**config.mk**
```make
export PLATFORM = sky130hd
export DESIGN_NAME = alu_top
export DESIGN_NICKNAME = d
export VERILOG_FILES = /design/src/alu_pkg.sv /design/src/alu_issue_if.sv /design/src/alu_barrel_shifter.sv /design/src/alu_arith_logic.sv /design/src/alu_operand_stage.sv /design/src/alu_execute_stage.sv /design/src/alu_top.sv
export SDC_FILE = /design/constraint.sdc
export NUM_CORES = 1
export LEC_CHECK = 0
export ABC_AREA = 1
export BUFFER_PORTS_ARGS = -buffer_cell sky130_fd_sc_hd__buf_4
export CORE_ASPECT_RATIO = 0.7
export CORE_MARGIN = 10
export CORE_UTILIZATION = 30
export DETAILED_ROUTE_END_ITERATION = 7
export SLEW_MARGIN = 20
export SYNTH_ARGS = -nofsm -noshare
export SYNTH_HDL_FRONTEND = slang
export SYNTH_SLANG_ARGS = --single-unit
export TNS_END_PERCENT = 10
```
**constraint.sdc**
```tcl
create_clock -name clk -period 4.55 [get_ports clk]
set_clock_uncertainty 0.1 [all_clocks]
set_input_delay 0.455 -clock clk [delete_from_list [all_inputs] [get_ports clk]]
set_output_delay 0.455 -clock clk [all_outputs]
set_load 0.005 [all_outputs]
```
**src/alu_pkg.sv**
```systemverilog
// alu shared definitions: widths, data types, operation codes and shift kinds
`default_nettype none

package alu_pkg;

  //----------------------------------------------------------------------
  // widths
  //----------------------------------------------------------------------
  localparam int DATA_WIDTH  = 32;  // operand and result width
  localparam int SHAMT_WIDTH = 5;   // shift amount, low bits of op2
  localparam int OP_WIDTH    = 4;   // {funct7 bit, funct3}

  //----------------------------------------------------------------------
  // data types
  //----------------------------------------------------------------------
  typedef logic [DATA_WIDTH-1:0]  data_t;   // operands, partial results, result
  typedef logic [SHAMT_WIDTH-1:0] shamt_t;  // shift amount

  // operation code, msb is the funct7 alternate bit, low bits are funct3
  typedef enum logic [OP_WIDTH-1:0] {
    ADD_OP  = 4'b0000,
    SLL_OP  = 4'b0001,
    PASS_OP = 4'b0011,  // result = op2
    XOR_OP  = 4'b0100,
    SRL_OP  = 4'b0101,
    OR_OP   = 4'b0110,
    AND_OP  = 4'b0111,
    SUB_OP  = 4'b1000,
    SRA_OP  = 4'b1101
  } alu_op_e;

  // decoded shift request, none must stay at zero for the reset value
  typedef enum logic [1:0] {
    SHIFT_NONE        = 2'd0,
    SHIFT_LEFT        = 2'd1,
    SHIFT_RIGHT_LOGIC = 2'd2,
    SHIFT_RIGHT_ARITH = 2'd3
  } shift_kind_e;

  // mirror a data word, bit 0 <-> bit DATA_WIDTH-1
  function automatic data_t reverse_bits(input data_t value);
    data_t rev;
    for (int i = 0; i < DATA_WIDTH; i++) begin
      rev[i] = value[DATA_WIDTH-1-i];
    end
    return rev;
  endfunction

endpackage

`default_nettype wire

```
**src/alu_issue_if.sv**
```systemverilog
// alu issue bundle carrying a registered, decoded operation into the execute stage
`timescale 1ns/1ps
`default_nettype none

interface alu_issue_if;
  import alu_pkg::*;

  data_t       op1;         // first operand
  data_t       op2;         // second operand
  data_t       shift_src;   // op1, bit-reversed for a left shift
  shamt_t      shamt;       // low bits of op2
  shift_kind_e shift_kind;  // decoded once in the operand stage
  alu_op_e     aluop;       // raw code for the arith/logic unit

  // operand stage side
  modport src (
    output op1, op2, shift_src, shamt, shift_kind, aluop
  );

  // execute stage side
  modport dst (
    input op1, op2, shift_src, shamt, shift_kind, aluop
  );

endinterface

`default_nettype wire

```
**src/alu_barrel_shifter.sv**
```systemverilog
// alu barrel shifter: one shared arithmetic right shifter serving sll, srl and sra
`timescale 1ns/1ps
`default_nettype none

module alu_barrel_shifter (
  input  alu_pkg::data_t       i_shift_src,
  input  alu_pkg::shamt_t      i_shamt,
  input  alu_pkg::shift_kind_e i_shift_kind,
  output alu_pkg::data_t       o_shift_result
);
  import alu_pkg::*;

  logic              fill;     // bit shifted in from the top
  logic [DATA_WIDTH:0] shifted;  // source plus fill bit after the shift
  data_t             trimmed;  // fill bit dropped

  // sign fill only for sra, zero for srl and the mirrored sll
  assign fill = (i_shift_kind == SHIFT_RIGHT_ARITH) & i_shift_src[DATA_WIDTH-1];

  // extra top bit makes >>> act as logical when fill is 0
  assign shifted = $signed({fill, i_shift_src}) >>> i_shamt;
  assign trimmed = shifted[DATA_WIDTH-1:0];

  always_comb begin
    case (i_shift_kind)
      SHIFT_LEFT:        o_shift_result = reverse_bits(trimmed);  // mirror back
      SHIFT_RIGHT_LOGIC: o_shift_result = trimmed;
      SHIFT_RIGHT_ARITH: o_shift_result = trimmed;
      default:           o_shift_result = '0;  // no shift, keeps the or-merge clean
    endcase
  end

endmodule

`default_nettype wire

```
**src/alu_arith_logic.sv**
```systemverilog
// alu arithmetic and logic unit: add, sub, xor, or, and, pass op2
`timescale 1ns/1ps
`default_nettype none

module alu_arith_logic (
  input  alu_pkg::data_t   i_op1,
  input  alu_pkg::data_t   i_op2,
  input  alu_pkg::alu_op_e i_aluop,
  output alu_pkg::data_t   o_arith_result
);
  import alu_pkg::*;

  data_t sum;   // op1 + op2, wraps at full width
  data_t diff;  // op1 - op2, wraps at full width

  assign sum  = i_op1 + i_op2;
  assign diff = i_op1 - i_op2;

  //----------------------------------------------------------------------
  // result select
  //----------------------------------------------------------------------
  always_comb begin
    case (i_aluop)
      ADD_OP:  o_arith_result = sum;
      SUB_OP:  o_arith_result = diff;
      XOR_OP:  o_arith_result = i_op1 ^ i_op2;
      OR_OP:   o_arith_result = i_op1 | i_op2;
      AND_OP:  o_arith_result = i_op1 & i_op2;
      PASS_OP: o_arith_result = i_op2;  // pass second operand
      // shifts and undefined codes read zero here
      default: o_arith_result = '0;
    endcase
  end

endmodule

`default_nettype wire

```
**src/alu_operand_stage.sv**
```systemverilog
// alu operand stage: registers operands and op, decodes shift kind, preps shift source
`timescale 1ns/1ps
`default_nettype none

module alu_operand_stage (
  input  logic             clk,
  input  logic             i_reset,
  input  alu_pkg::data_t   i_op1,
  input  alu_pkg::data_t   i_op2,
  input  alu_pkg::alu_op_e i_aluop,
  alu_issue_if.src         o_issue
);
  import alu_pkg::*;

  shift_kind_e shift_kind_d;  // decoded shift request
  data_t       shift_src_d;   // source fed to the shared right shifter

  //----------------------------------------------------------------------
  // decode
  //----------------------------------------------------------------------
  always_comb begin
    case (i_aluop)
      SLL_OP:  shift_kind_d = SHIFT_LEFT;
      SRL_OP:  shift_kind_d = SHIFT_RIGHT_LOGIC;
      SRA_OP:  shift_kind_d = SHIFT_RIGHT_ARITH;
      default: shift_kind_d = SHIFT_NONE;      // not a shift
    endcase
  end

  // left shift runs as a right shift on the mirrored word
  assign shift_src_d = (i_aluop == SLL_OP) ? reverse_bits(i_op1) : i_op1;

  //----------------------------------------------------------------------
  // stage 1 registers
  //----------------------------------------------------------------------
  always_ff @(posedge clk) begin
    if (i_reset) begin
      o_issue.op1        <= '0;
      o_issue.op2        <= '0;
      o_issue.shift_src  <= '0;
      o_issue.shamt      <= '0;
      o_issue.shift_kind <= SHIFT_NONE;
      o_issue.aluop      <= ADD_OP;              // cleared stage is add 0 + 0
    end else begin
      o_issue.op1        <= i_op1;
      o_issue.op2        <= i_op2;
      o_issue.shift_src  <= shift_src_d;
      o_issue.shamt      <= i_op2[SHAMT_WIDTH-1:0];  // upper op2 bits ignored
      o_issue.shift_kind <= shift_kind_d;
      o_issue.aluop      <= i_aluop;
    end
  end

endmodule

`default_nettype wire

```
**src/alu_execute_stage.sv**
```systemverilog
// alu execute stage: runs shifter and arith/logic unit, merges and registers the result
`timescale 1ns/1ps
`default_nettype none

module alu_execute_stage (
  input  logic           clk,
  input  logic           i_reset,
  alu_issue_if.dst       i_issue,
  output alu_pkg::data_t o_result
);
  import alu_pkg::*;

  data_t shift_result;  // zero unless a shift is issued
  data_t arith_result;  // zero for shifts and undefined codes
  data_t merged;        // both partials or'ed together

  //----------------------------------------------------------------------
  // combinational units
  //----------------------------------------------------------------------
  alu_barrel_shifter u_shifter (
    .i_shift_src    (i_issue.shift_src),
    .i_shamt        (i_issue.shamt),
    .i_shift_kind   (i_issue.shift_kind),
    .o_shift_result (shift_result)
  );

  alu_arith_logic u_arith_logic (
    .i_op1          (i_issue.op1),
    .i_op2          (i_issue.op2),
    .i_aluop        (i_issue.aluop),
    .o_arith_result (arith_result)
  );

  // at most one unit is non-zero per op
  assign merged = shift_result | arith_result;

  //----------------------------------------------------------------------
  // stage 2 result register
  //----------------------------------------------------------------------
  always_ff @(posedge clk) begin
    if (i_reset) begin
      o_result <= '0;
    end else begin
      o_result <= merged;
    end
  end

endmodule

`default_nettype wire

```
**src/alu_top.sv**
```systemverilog
// alu top: two-stage pipelined integer alu, result two cycles after the inputs
`timescale 1ns/1ps
`default_nettype none

module alu_top (
  input  logic             clk,
  input  logic             i_reset,
  input  alu_pkg::data_t   i_op1,
  input  alu_pkg::data_t   i_op2,
  input  alu_pkg::alu_op_e i_aluop,
  output alu_pkg::data_t   o_result
);

  // stage 1 -> stage 2 bundle
  alu_issue_if issue ();

  // operands, op code and shift prep, registered
  alu_operand_stage u_operand_stage (
    .clk     (clk),
    .i_reset (i_reset),
    .i_op1   (i_op1),
    .i_op2   (i_op2),
    .i_aluop (i_aluop),
    .o_issue (issue)
  );

  // units plus result register
  alu_execute_stage u_execute_stage (
    .clk      (clk),
    .i_reset  (i_reset),
    .i_issue  (issue),
    .o_result (o_result)
  );

endmodule

`default_nettype wire

```
==> results of run 1 <==
==> stage by stage <==
step	worst slack [ps]	hold WS [ps]	util	power, uW
after floorplan	1250	444	-	2020
after global placement	794	543	0.336	2460
after detailed placement	801	552	0.336	2460
after CTS	768	75.8	0.352	3850
after global routing	382	91.7	0.352	4060
final	693	92.7	0.352	3860
==> final timing paths <==
kind                            depth (start not counted)                                          endpoint  slack (ps)                                        startpoint
worst max-delay path                                   14           u_execute_stage.o_result[12]$_SDFF_PP0_         690       u_operand_stage.o_issue.shamt[3]$_SDFF_PP0_
worst min-delay path                                    2  u_operand_stage.o_issue.shift_kind[1]$_SDFF_PP0_          90                                        i_aluop[1]
worst max register to register                         14           u_execute_stage.o_result[12]$_SDFF_PP0_         690       u_operand_stage.o_issue.shamt[3]$_SDFF_PP0_
worst min register to register                          3            u_execute_stage.o_result[3]$_SDFF_PP0_         750  u_operand_stage.o_issue.shift_kind[1]$_SDFF_PP0_
==> state kept, by name (all words and copies together), names as in the netlist <==
signal                              flops
u_operand_stage.o_issue.op2            28
u_operand_stage.o_issue.aluop           4
u_execute_stage.o_result               32
u_operand_stage.o_issue.shift_src      32
u_operand_stage.o_issue.op1            32
u_operand_stage.o_issue.shift_kind      2
u_operand_stage.o_issue.shamt           4
==> power groups by stage <==
| stage | Clock [uW] | Combinational (uW) | Sequential [uW] |
|---|---|---|---|
| floorplan | 0 | 693 | 1330 |
| global placement | 0 | 1100 | 1360 |
| detailed placement | 0 | 1110 | 1360 |
| CTS | 1410 | 1110 | 1330 |
| global route | 1450 | 1270 | 1340 |
| finish | 1380 | 1140 | 1330 |
==> cell type report <==
type	instances	area, sq um
clock buffer	17	425
clock inverter	15	156
fill	4149	24100
inverter	329	1230
multi-input combinational	1347	7040
sequential	134	2680
tap	488	611
timing repair buffer	125	938
==> cells by family after synthesis <==
family | synth area share
fa+ha+maj | 0.108
buf+inv | 0.140
flops | 0.237
simple gates | 0.380
compound gates | 0.107
xor+xnor | 0.0271
==> cells in the final DEF (no fill, tap or decap), drive strengths merged <==
master,synthesis,routed
nand3,298,298
a21o,1,1
o31ai,3,3
a311oi,1,1
nor3,13,13
or2,3,3
clkinv,1,4
ha,96,96
nand3b,8,8
a211oi,11,11
nand4,12,12
nor2,187,187
nand2,474,474
clkinvlp,0,2
fa,1,1
xnor2,5,5
inv,328,338
xor2,30,30
o221a,2,2
o211ai,5,5
o21ai,81,81
a41oi,1,1
a21oi,74,74
and2,4,4
dfxtp,134,134
clkbuf,45,17
nor4,6,6
a31oi,17,17
o21bai,2,2
buf,36,125
o221ai,12,12
==> routing by layer <==
layer,GRT usage,routed length (microns),up-vias,part of all wire
met5,0,0,-,0
met4,0.0394,716,0,0.015
met3,0.0690,5650,44,0.12
met2,0.248,16200,595,0.35
met1,0.311,23700,5614,0.51
li1,-,-,6134,-
==> worst max-delay path, stage by stage (launching register included) <==
cell and delay, ps:
dfxtp_1 390, nor2_4 420, nand2_2 120, nor3_2 310
nor2_1 90, xor2_1 150, inv_1 60, ha_1 360
nand2_1 170, inv_1 70, a21oi_1 340, nand3_1 320
o21ai_0 500, nand4_1 150, and2_1 170
==> qor.csv, run 1 <==
metric,value,unit
run_status,completed,
synthFlopType,dfxtp_1,
drtAntennaViolNets,0,
htreeDepth,4,
grt_start_max_net_pins,58,
synth.distinct_cells,43,
cts_tree,done,
synth_area_leader_cell,dfxtp_1,
clock_sinks,134,
grt_pass1_vias,11300,
viasPerCell,5.05,
p_leak,0.00710,uW
path_max_fanout,17,
synth_area_leaders,"dfxtp_1 (24%), nand2_1 (16%), nand3_1 (13%)",
crit_path_end_kind,register,
area_delta_synth_final,15.8,%
grt_setup_unrepaired,false,
yosysMostFrequentCell,nand2_1,
fin_tns_setup,0,ps
clock.fmax,259,MHz
path_class,register to register,
dp.cells,2423,
synthCells,1891,
insertion_delay,450,ps
p_per_area,295,mW/mm^2
synthTopCellsByCount,"nand2_1 (473), inv_1 (324), nand3_1 (296)",
ys_seq_elements,134,
die_x,252,microns
io-pin-count,102,
nets,2121,
final_cells,2455,
startpoint_type,register,
finalInstanceArea,0.0131,sq mm
dpl-instance-area,0.0125,sq mm
avgSynthCellArea,5.98,sq um
antenna_found_initial,0,
p_sw_frac,0.388,
routabilityCongestion,1.00,
synth-edff-count,0,
io_buffers,101,
worst_pin_slew,1080,ps
synth_nets,2058,
ys_seq_area_frac,0.237,
synth_top_area_frac,0.237,
seq_power_share,0.346,
cts_root_buf,clkbuf_16,
drt_iter0_drc,1597,
cts_buffer_depth,2,
initial_core_util,0.304,
grt_pass1_wl,69500,microns
dr.pass1.iters,6,
clock_power_share,0.358,
min_period_over_period,0.848,
p_sw,1500,uW
syn_area,0.0113,sq mm
drv_slew,0,
die-area,0.0460,sq mm
p_int,2360,uW
coreArea,0.0372,sq mm
dieHeight,182,microns
cp.arrival,4090,ps
power_frac_comb,0.296,
yosys_warnings,0,
maxCapViolCount,0,
finalSetupViolCount,0,
grt_usage,0.200,
rows,59,
synth-async-reset-ratio,0,
peakVddDrop,0.000247,V
period_minus_slack,3860,ps
finalHoldViolCount,0,
ctsHoldBuffers,0,
slew_headroom,0.277,
drive_above_1_share,0.0905,
cp.required,4780,ps
gr-total-overflow,0,
via_count,12400,
cts_buffers,17,
drc,0,
dpl.hpwl,38500,microns
path_clk_slew,70,ps
hold_path.class,input port to register,
drt_wl_total,46300,microns
cts_resized,0,
cts_setup_buffers,0,
wl_per_cell,18.9,microns
num_antenna_cells,0,
No activity file was read; power rests on OpenSTA's default activity.
==> run 2, diff against run 1 <==
==> constraint.sdc (replaced) <==
create_clock -name clk -period 3.31 [get_ports clk]
set_clock_uncertainty 0.1 [all_clocks]
set_input_delay 0.331 -clock clk [delete_from_list [all_inputs] [get_ports clk]]
set_output_delay 0.331 -clock clk [all_outputs]
set_load 0.005 [all_outputs]
==> run 2 against run 1 <==
Critical path type unchanged; clock power up 49%; highest routed layer is now met5; cell count rose by 6.2%; count of clock-buffer cells in the layout did not move; via count increased by 5.7%; the run now ends with setup timing left; wire length is 3.6% higher.
==> qor.csv, run 2 (synthesized netlist as in run 1, its figures left out) <==
metric,value,unit
run_status,finished with violations,
violations,setup timing,
io-pin-count,102,
top_regs,"u_execute_stage.o_result x32, u_operand_stage.o_issue.op1 x32, u_operand_stage.o_issue.shift_src x32",
cp_slowest_cell,dfxtp_2,
cp_cell_sequence,"inv_2, buf_6, nand3_4, nor3_4, nand3_4, o31ai_4, xor2_1, inv_1, ha_4, buf_12, nand2_8, inv_2, a21oi_4, inv_1, a21oi_2, nand4_1, nand3_1, nand2_1, nor2_2, nor2_1",
drc,0,
slew_headroom,0.321,
area_delta_synth_final,33.4,%
cp.required,3530,ps
crit_path_end_kind,register,
io_buffers,101,
die_x,252,microns
viasPerCell,5.02,
drv_slew,0,
finalSetupViolCount,1,
worst_slack,-12.9,ps
multi_input_area,0.00765,sq mm
wl_per_cell,18.4,microns
hold_path.class,input port to register,
drt_iter0_drc,1506,
path_buf_inv,6,
grt_pass1_vias,12100,
period_minus_slack,3320,ps
max_stage_delay,330,ps
cts_tree,done,
drt_wl_total,48000,microns
p_per_area,387,mW/mm^2
insertion_delay,450,ps
gr-total-overflow,0,
drtAntennaViolNets,0,
clock.fmax,301,MHz
post-route-util,0.405,
dp_slack,-99.6,ps
finalHoldViolCount,0,
holdWs,19.0,ps
coreArea,0.0372,sq mm
drive_above_1_share,0.188,
nets,2273,
fin_tns_setup,-12.9,ps
peakVddDrop,0.000387,V
routabilityCongestion,0.983,
cp.arrival,3540,ps
grt_pass1_wl,71200,microns
num-fill-cells,3935,
die-area,0.0460,sq mm
min_period_over_period,1.00,
p_leak,0.00794,uW
final_common_cell,nand2_1,
dpl.hpwl,38400,microns
maxCapViolCount,0,
startpoint_type,register,
cts_buffer_depth,2,
htreeDepth,4,
antenna_found_initial,2,
dr.pass1.iters,5,
cts_root_buf,clkbuf_16,
path_clk_slew,70,ps
grt_setup_unrepaired,true,
worst_pin_slew,1010,ps
initial_core_util,0.304,
grt_start_max_net_pins,75,
regArea,0.00269,sq mm
final_cell_mix,"nand2_1 (440), inv_1 (318), nand3_1 (291)",
crit_family,simple AND/OR/NAND/NOR gates,
rows,59,
path_class,register to register,
path_max_fanout,4,
grt_usage,0.202,
cts_buffers,17,
clock_sinks,134,
via_count,13100,
dieHeight,182,microns
==> run 2: tightest hold or removal path, delay by kind of cell <==
| kind | cells | cell delay (ps) |
|---|---|---|
| buf+inv | 2 | 130 |
| simple gates | 1 | 70 |
==> run 2: layout make-up <==
cell class                      instances  area share
Antenna cell                            1    0.000166
Timing Repair Buffer                  277       0.150
Clock inverter                         15      0.0134
Clock buffer                           17      0.0282
Multi-Input combinational cell       1347       0.507
Sequential cell                       134       0.178
Inverter                              329      0.0819
Tap cell                              488      0.0405
==> run 2: stage by stage <==
| step | total power [uW] | area [sq um] | instances |
|---|---|---|---|
| 2_1_floorplan | 2770 | 11300 | 1891 |
| 3_3_place_gp | 3530 | 13300 | 2519 |
| 3_5_place_dp | 3550 | 13300 | 2519 |
| 4_1_cts | 5660 | 14400 | 2596 |
| 5_1_grt | 6130 | 15100 | 2607 |
| 6_report | 5840 | 15100 | 2608 |
==> run 2: path summary, 6_finish.rpt <==
path / from / to / slack (ps) / cells after the start
setup / recovery: u_operand_stage.o_issue.shamt[1]$_SDFF_PP0_ / u_execute_stage.o_result[24]$_SDFF_PP0_ / -10 / 20
hold / removal: i_op1[7] / u_operand_stage.o_issue.op1[7]$_SDFF_PP0_ / 20 / 3
setup reg to reg: u_operand_stage.o_issue.shamt[1]$_SDFF_PP0_ / u_execute_stage.o_result[24]$_SDFF_PP0_ / -10 / 20
hold reg to reg: u_operand_stage.o_issue.op2[29]$_SDFF_PP0_ / u_execute_stage.o_result[29]$_SDFF_PP0_ / 780 / 5
==> run 2: where the power goes <==
group / total (uW) / internal, uW / leakage [uW] / switching, uW
Sequential: 1850 / 1730 / 0.00111 / 119
Combinational: 1940 / 770 / 0.00653 / 1170
Clock: 2050 / 1160 / 0.000304 / 895
Total: 5840 / 3650 / 0.00794 / 2180
==> run 2: routing by layer <==
metal,up-vias,GRT usage,routed length [microns]
met2,629,0.260,17700
met4,2,0.0450,873
met5,-,0,13
met3,54,0.0825,6130
met1,5977,0.299,23200
li1,6428,-,-
==> run 2: timing repair <==
| action | in CTS | in global routing |
|---|---|---|
| endpoints found under the setup margin | 11 | 26 |
| gates resized for setup | 8 | 150 |
| cloned | 0 | 0 |
| hold endpoints to repair | 52 | 0 |
| buffers inserted | 0 | 11 |
| pin swaps | 1 | 43 |
| hold buffers | 45 | 0 |
==> run 3, diff against run 2 <==
--- a/config.mk
+++ b/config.mk
@@ -7,11 +7,14 @@
 export LEC_CHECK = 0
 export ABC_AREA = 1
 export BUFFER_PORTS_ARGS = -buffer_cell sky130_fd_sc_hd__buf_4
+export CELL_PAD_IN_SITES_DETAIL_PLACEMENT = 1
+export CELL_PAD_IN_SITES_GLOBAL_PLACEMENT = 1
 export CORE_ASPECT_RATIO = 0.7
-export CORE_MARGIN = 10
+export CORE_MARGIN = 2
 export CORE_UTILIZATION = 30
 export DETAILED_ROUTE_END_ITERATION = 7
-export SLEW_MARGIN = 20
+export PLACE_DENSITY_LB_ADDON = 0.1
+export SLEW_MARGIN = 15
 export SYNTH_ARGS = -nofsm -noshare
 export SYNTH_HDL_FRONTEND = slang
 export SYNTH_SLANG_ARGS = --single-unit
==> run 3 against run 2 <==
The flow still finishes with violations (setup timing); total power is 2.5% higher; die area is 15% lower; combinational power is 3% higher; sequential share of layout area is 0.12 points lower; core utilization is 0.31 points higher; design area is 0.57% higher; critical path depth stayed put; largest cell class unchanged; largest power group unchanged.
==> qor.csv, run 3 (synthesized netlist as in run 1, its figures left out) <==
metric,value,unit
peakVddDrop,0.000361,V
grt_pass1_wl,80800,microns
met2_usage,0.378,
clock_sinks,134,
insertion_delay,460,ps
dpl-instance-area,0.0135,sq mm
path_max_fanout,8,
die-area,0.0393,sq mm
dieHeight,166,microns
timing.reg2reg.setup_slack,-70,ps
drt_wl_total,55300,microns
crit_cells,20,
nets,2284,
p_per_area,395,mW/mm^2
dpl.hpwl,44500,microns
worst_pin_slew,937,ps
endpoint,u_execute_stage.o_result[7]$_SDFF_PP0_,
wl_per_cell,21.1,microns
io-pin-count,102,
crit_family,simple AND/OR/NAND/NOR gates,
dr.pass1.iters,5,
grt.busiest_layer,met1,
slew_headroom,0.372,
max_stage_delay,330,ps
initial_core_util,0.304,
r2r_start,u_operand_stage.o_issue.aluop[1]$_SDFF_PP0_,
use_met3,0.0715,
drt_iter0_drc,1119,
area_delta_synth_final,34.2,%
viasPerCell,5.06,
htreeDepth,4,
clock.fmax,296,MHz
rr_worst_depth,20,
startpoint_type,register,
cp-startpoint,u_operand_stage.o_issue.aluop[1]$_SDFF_PP0_,
cp_slowest_cell,ha_1,
maxCapViolCount,0,
finalSetupViolCount,1,
power,5980,uW
coreArea,0.0371,sq mm
gr-total-overflow,0,
grt_setup_unrepaired,true,
grt_pass1_vias,12900,
crit_path_end_kind,register,
drive_above_1_share,0.209,
hold_path.class,input port to register,
run_status,finished with violations,
post-route-util,0.408,
p_leak,0.00801,uW
cts_buffer_depth,2,
path_common_cell,nand2_1,
period_minus_slack,3380,ps
die_x,236,microns
num-fill-cells,4881,
worst_slack,-66.4,ps
finalInstanceArea,0.0152,sq mm
cp_cell_sequence,"nor2_1, inv_1, nor2_2, nand2_2, inv_2, buf_12, nor2_1, xor2_1, ha_1, nand2_1, nand2_1, inv_1, nand2_1, nand2_1, nand2_1, buf_4, o21ai_0, o211ai_1, o21ai_1, inv_1",
path_clk_slew,70,ps
cts_root_buf,clkbuf_16,
min_period_over_period,1.02,
final_cell_mix,"nand2_1 (437), inv_1 (315), nand3_1 (291)",
violations,setup timing,
drc,0,
finalHoldViolCount,0,
path_buf_inv,6,
drtAntennaViolNets,0,
r2r-end,u_execute_stage.o_result[7]$_SDFF_PP0_,
path_class,register to register,
antenna_found_initial,3,
cp.arrival,3600,ps
met1_usage,0.423,
io_buffers,101,
top_regs,"u_execute_stage.o_result x32, u_operand_stage.o_issue.op1 x32, u_operand_stage.o_issue.shift_src x32",
grt_start_max_net_pins,100,
cp.required,3540,ps
final_common_cell,nand2_1,
routabilityCongestion,0.919,
rows,59,
num_antenna_cells,0,
grt_usage,0.276,
via_count,13200,
cts_tree,done,
drv_slew,0,
cts_buffers,17,
==> run 3: timing repair <==
item / in CTS / in global routing
setup buffers: 1 / 11
pin swaps: 3 / 39
hold endpoints to repair: 26 / 0
endpoints found under the setup margin: 18 / 26
hold buffers: 26 / 0
gates resized for setup: 25 / 148
==> run 3: worst min path at each step <==
stage | startpoint | end | slack [ps] | cells after the start
after floorplan | i_aluop[1] | u_operand_stage.o_issue.shift_kind[1]$_SDFF_PP0_ | 320 | 1
after global placement | i_op2[9] | u_operand_stage.o_issue.op2[9]$_SDFF_PP0_ | 430 | 3
after detailed placement | i_op2[14] | u_operand_stage.o_issue.op2[14]$_SDFF_PP0_ | 440 | 3
after CTS | i_op2[2] | u_operand_stage.o_issue.shamt[2]$_SDFF_PP0_ | 1 | 3
after global routing | i_op2[2] | u_operand_stage.o_issue.shamt[2]$_SDFF_PP0_ | 7 | 3
final | i_op2[25] | u_operand_stage.o_issue.op2[25]$_SDFF_PP0_ | 9 | 3
==> run 3: final cells by class <==
class / instances / area, sq um / area share
Tap cell: 488 / 611 / 0.0403
Sequential cell: 134 / 2690 / 0.177
Timing Repair Buffer: 288 / 2280 / 0.150
Inverter: 329 / 1230 / 0.0814
Clock buffer: 17 / 425 / 0.0281
Clock inverter: 15 / 204 / 0.0134
Multi-Input combinational cell: 1347 / 7720 / 0.509
==> run 3: tightest hold or removal path, stage by stage <==
cell and delay [ps]:
buf_4 80, inv_1 40, nor2_1 70
==> run 3: stage by stage <==
stage	setup TNS (ps)	std cells	worst slack, ps	hold slack (ps)
2_1_floorplan	0	1891	5.96	320
3_3_place_gp	-1040	2548	-202	433
3_5_place_dp	-1440	2548	-275	441
4_1_cts	-98.7	2607	-40.2	1.16
5_1_grt	-1260	2618	-147	6.60
6_report	-66.4	2618	-66.4	9.14
==> run 3: routing by layer <==
layer	wire, microns	share of wire
met1	28100	0.51
met2	21400	0.39
met3	4710	0.085
met4	937	0.017
met5	140	0.0025
==> run 3: power breakdown <==
group          internal, uW  switching [uW]
combinational           786            1220
sequential             1730             134
clock                  1160             960
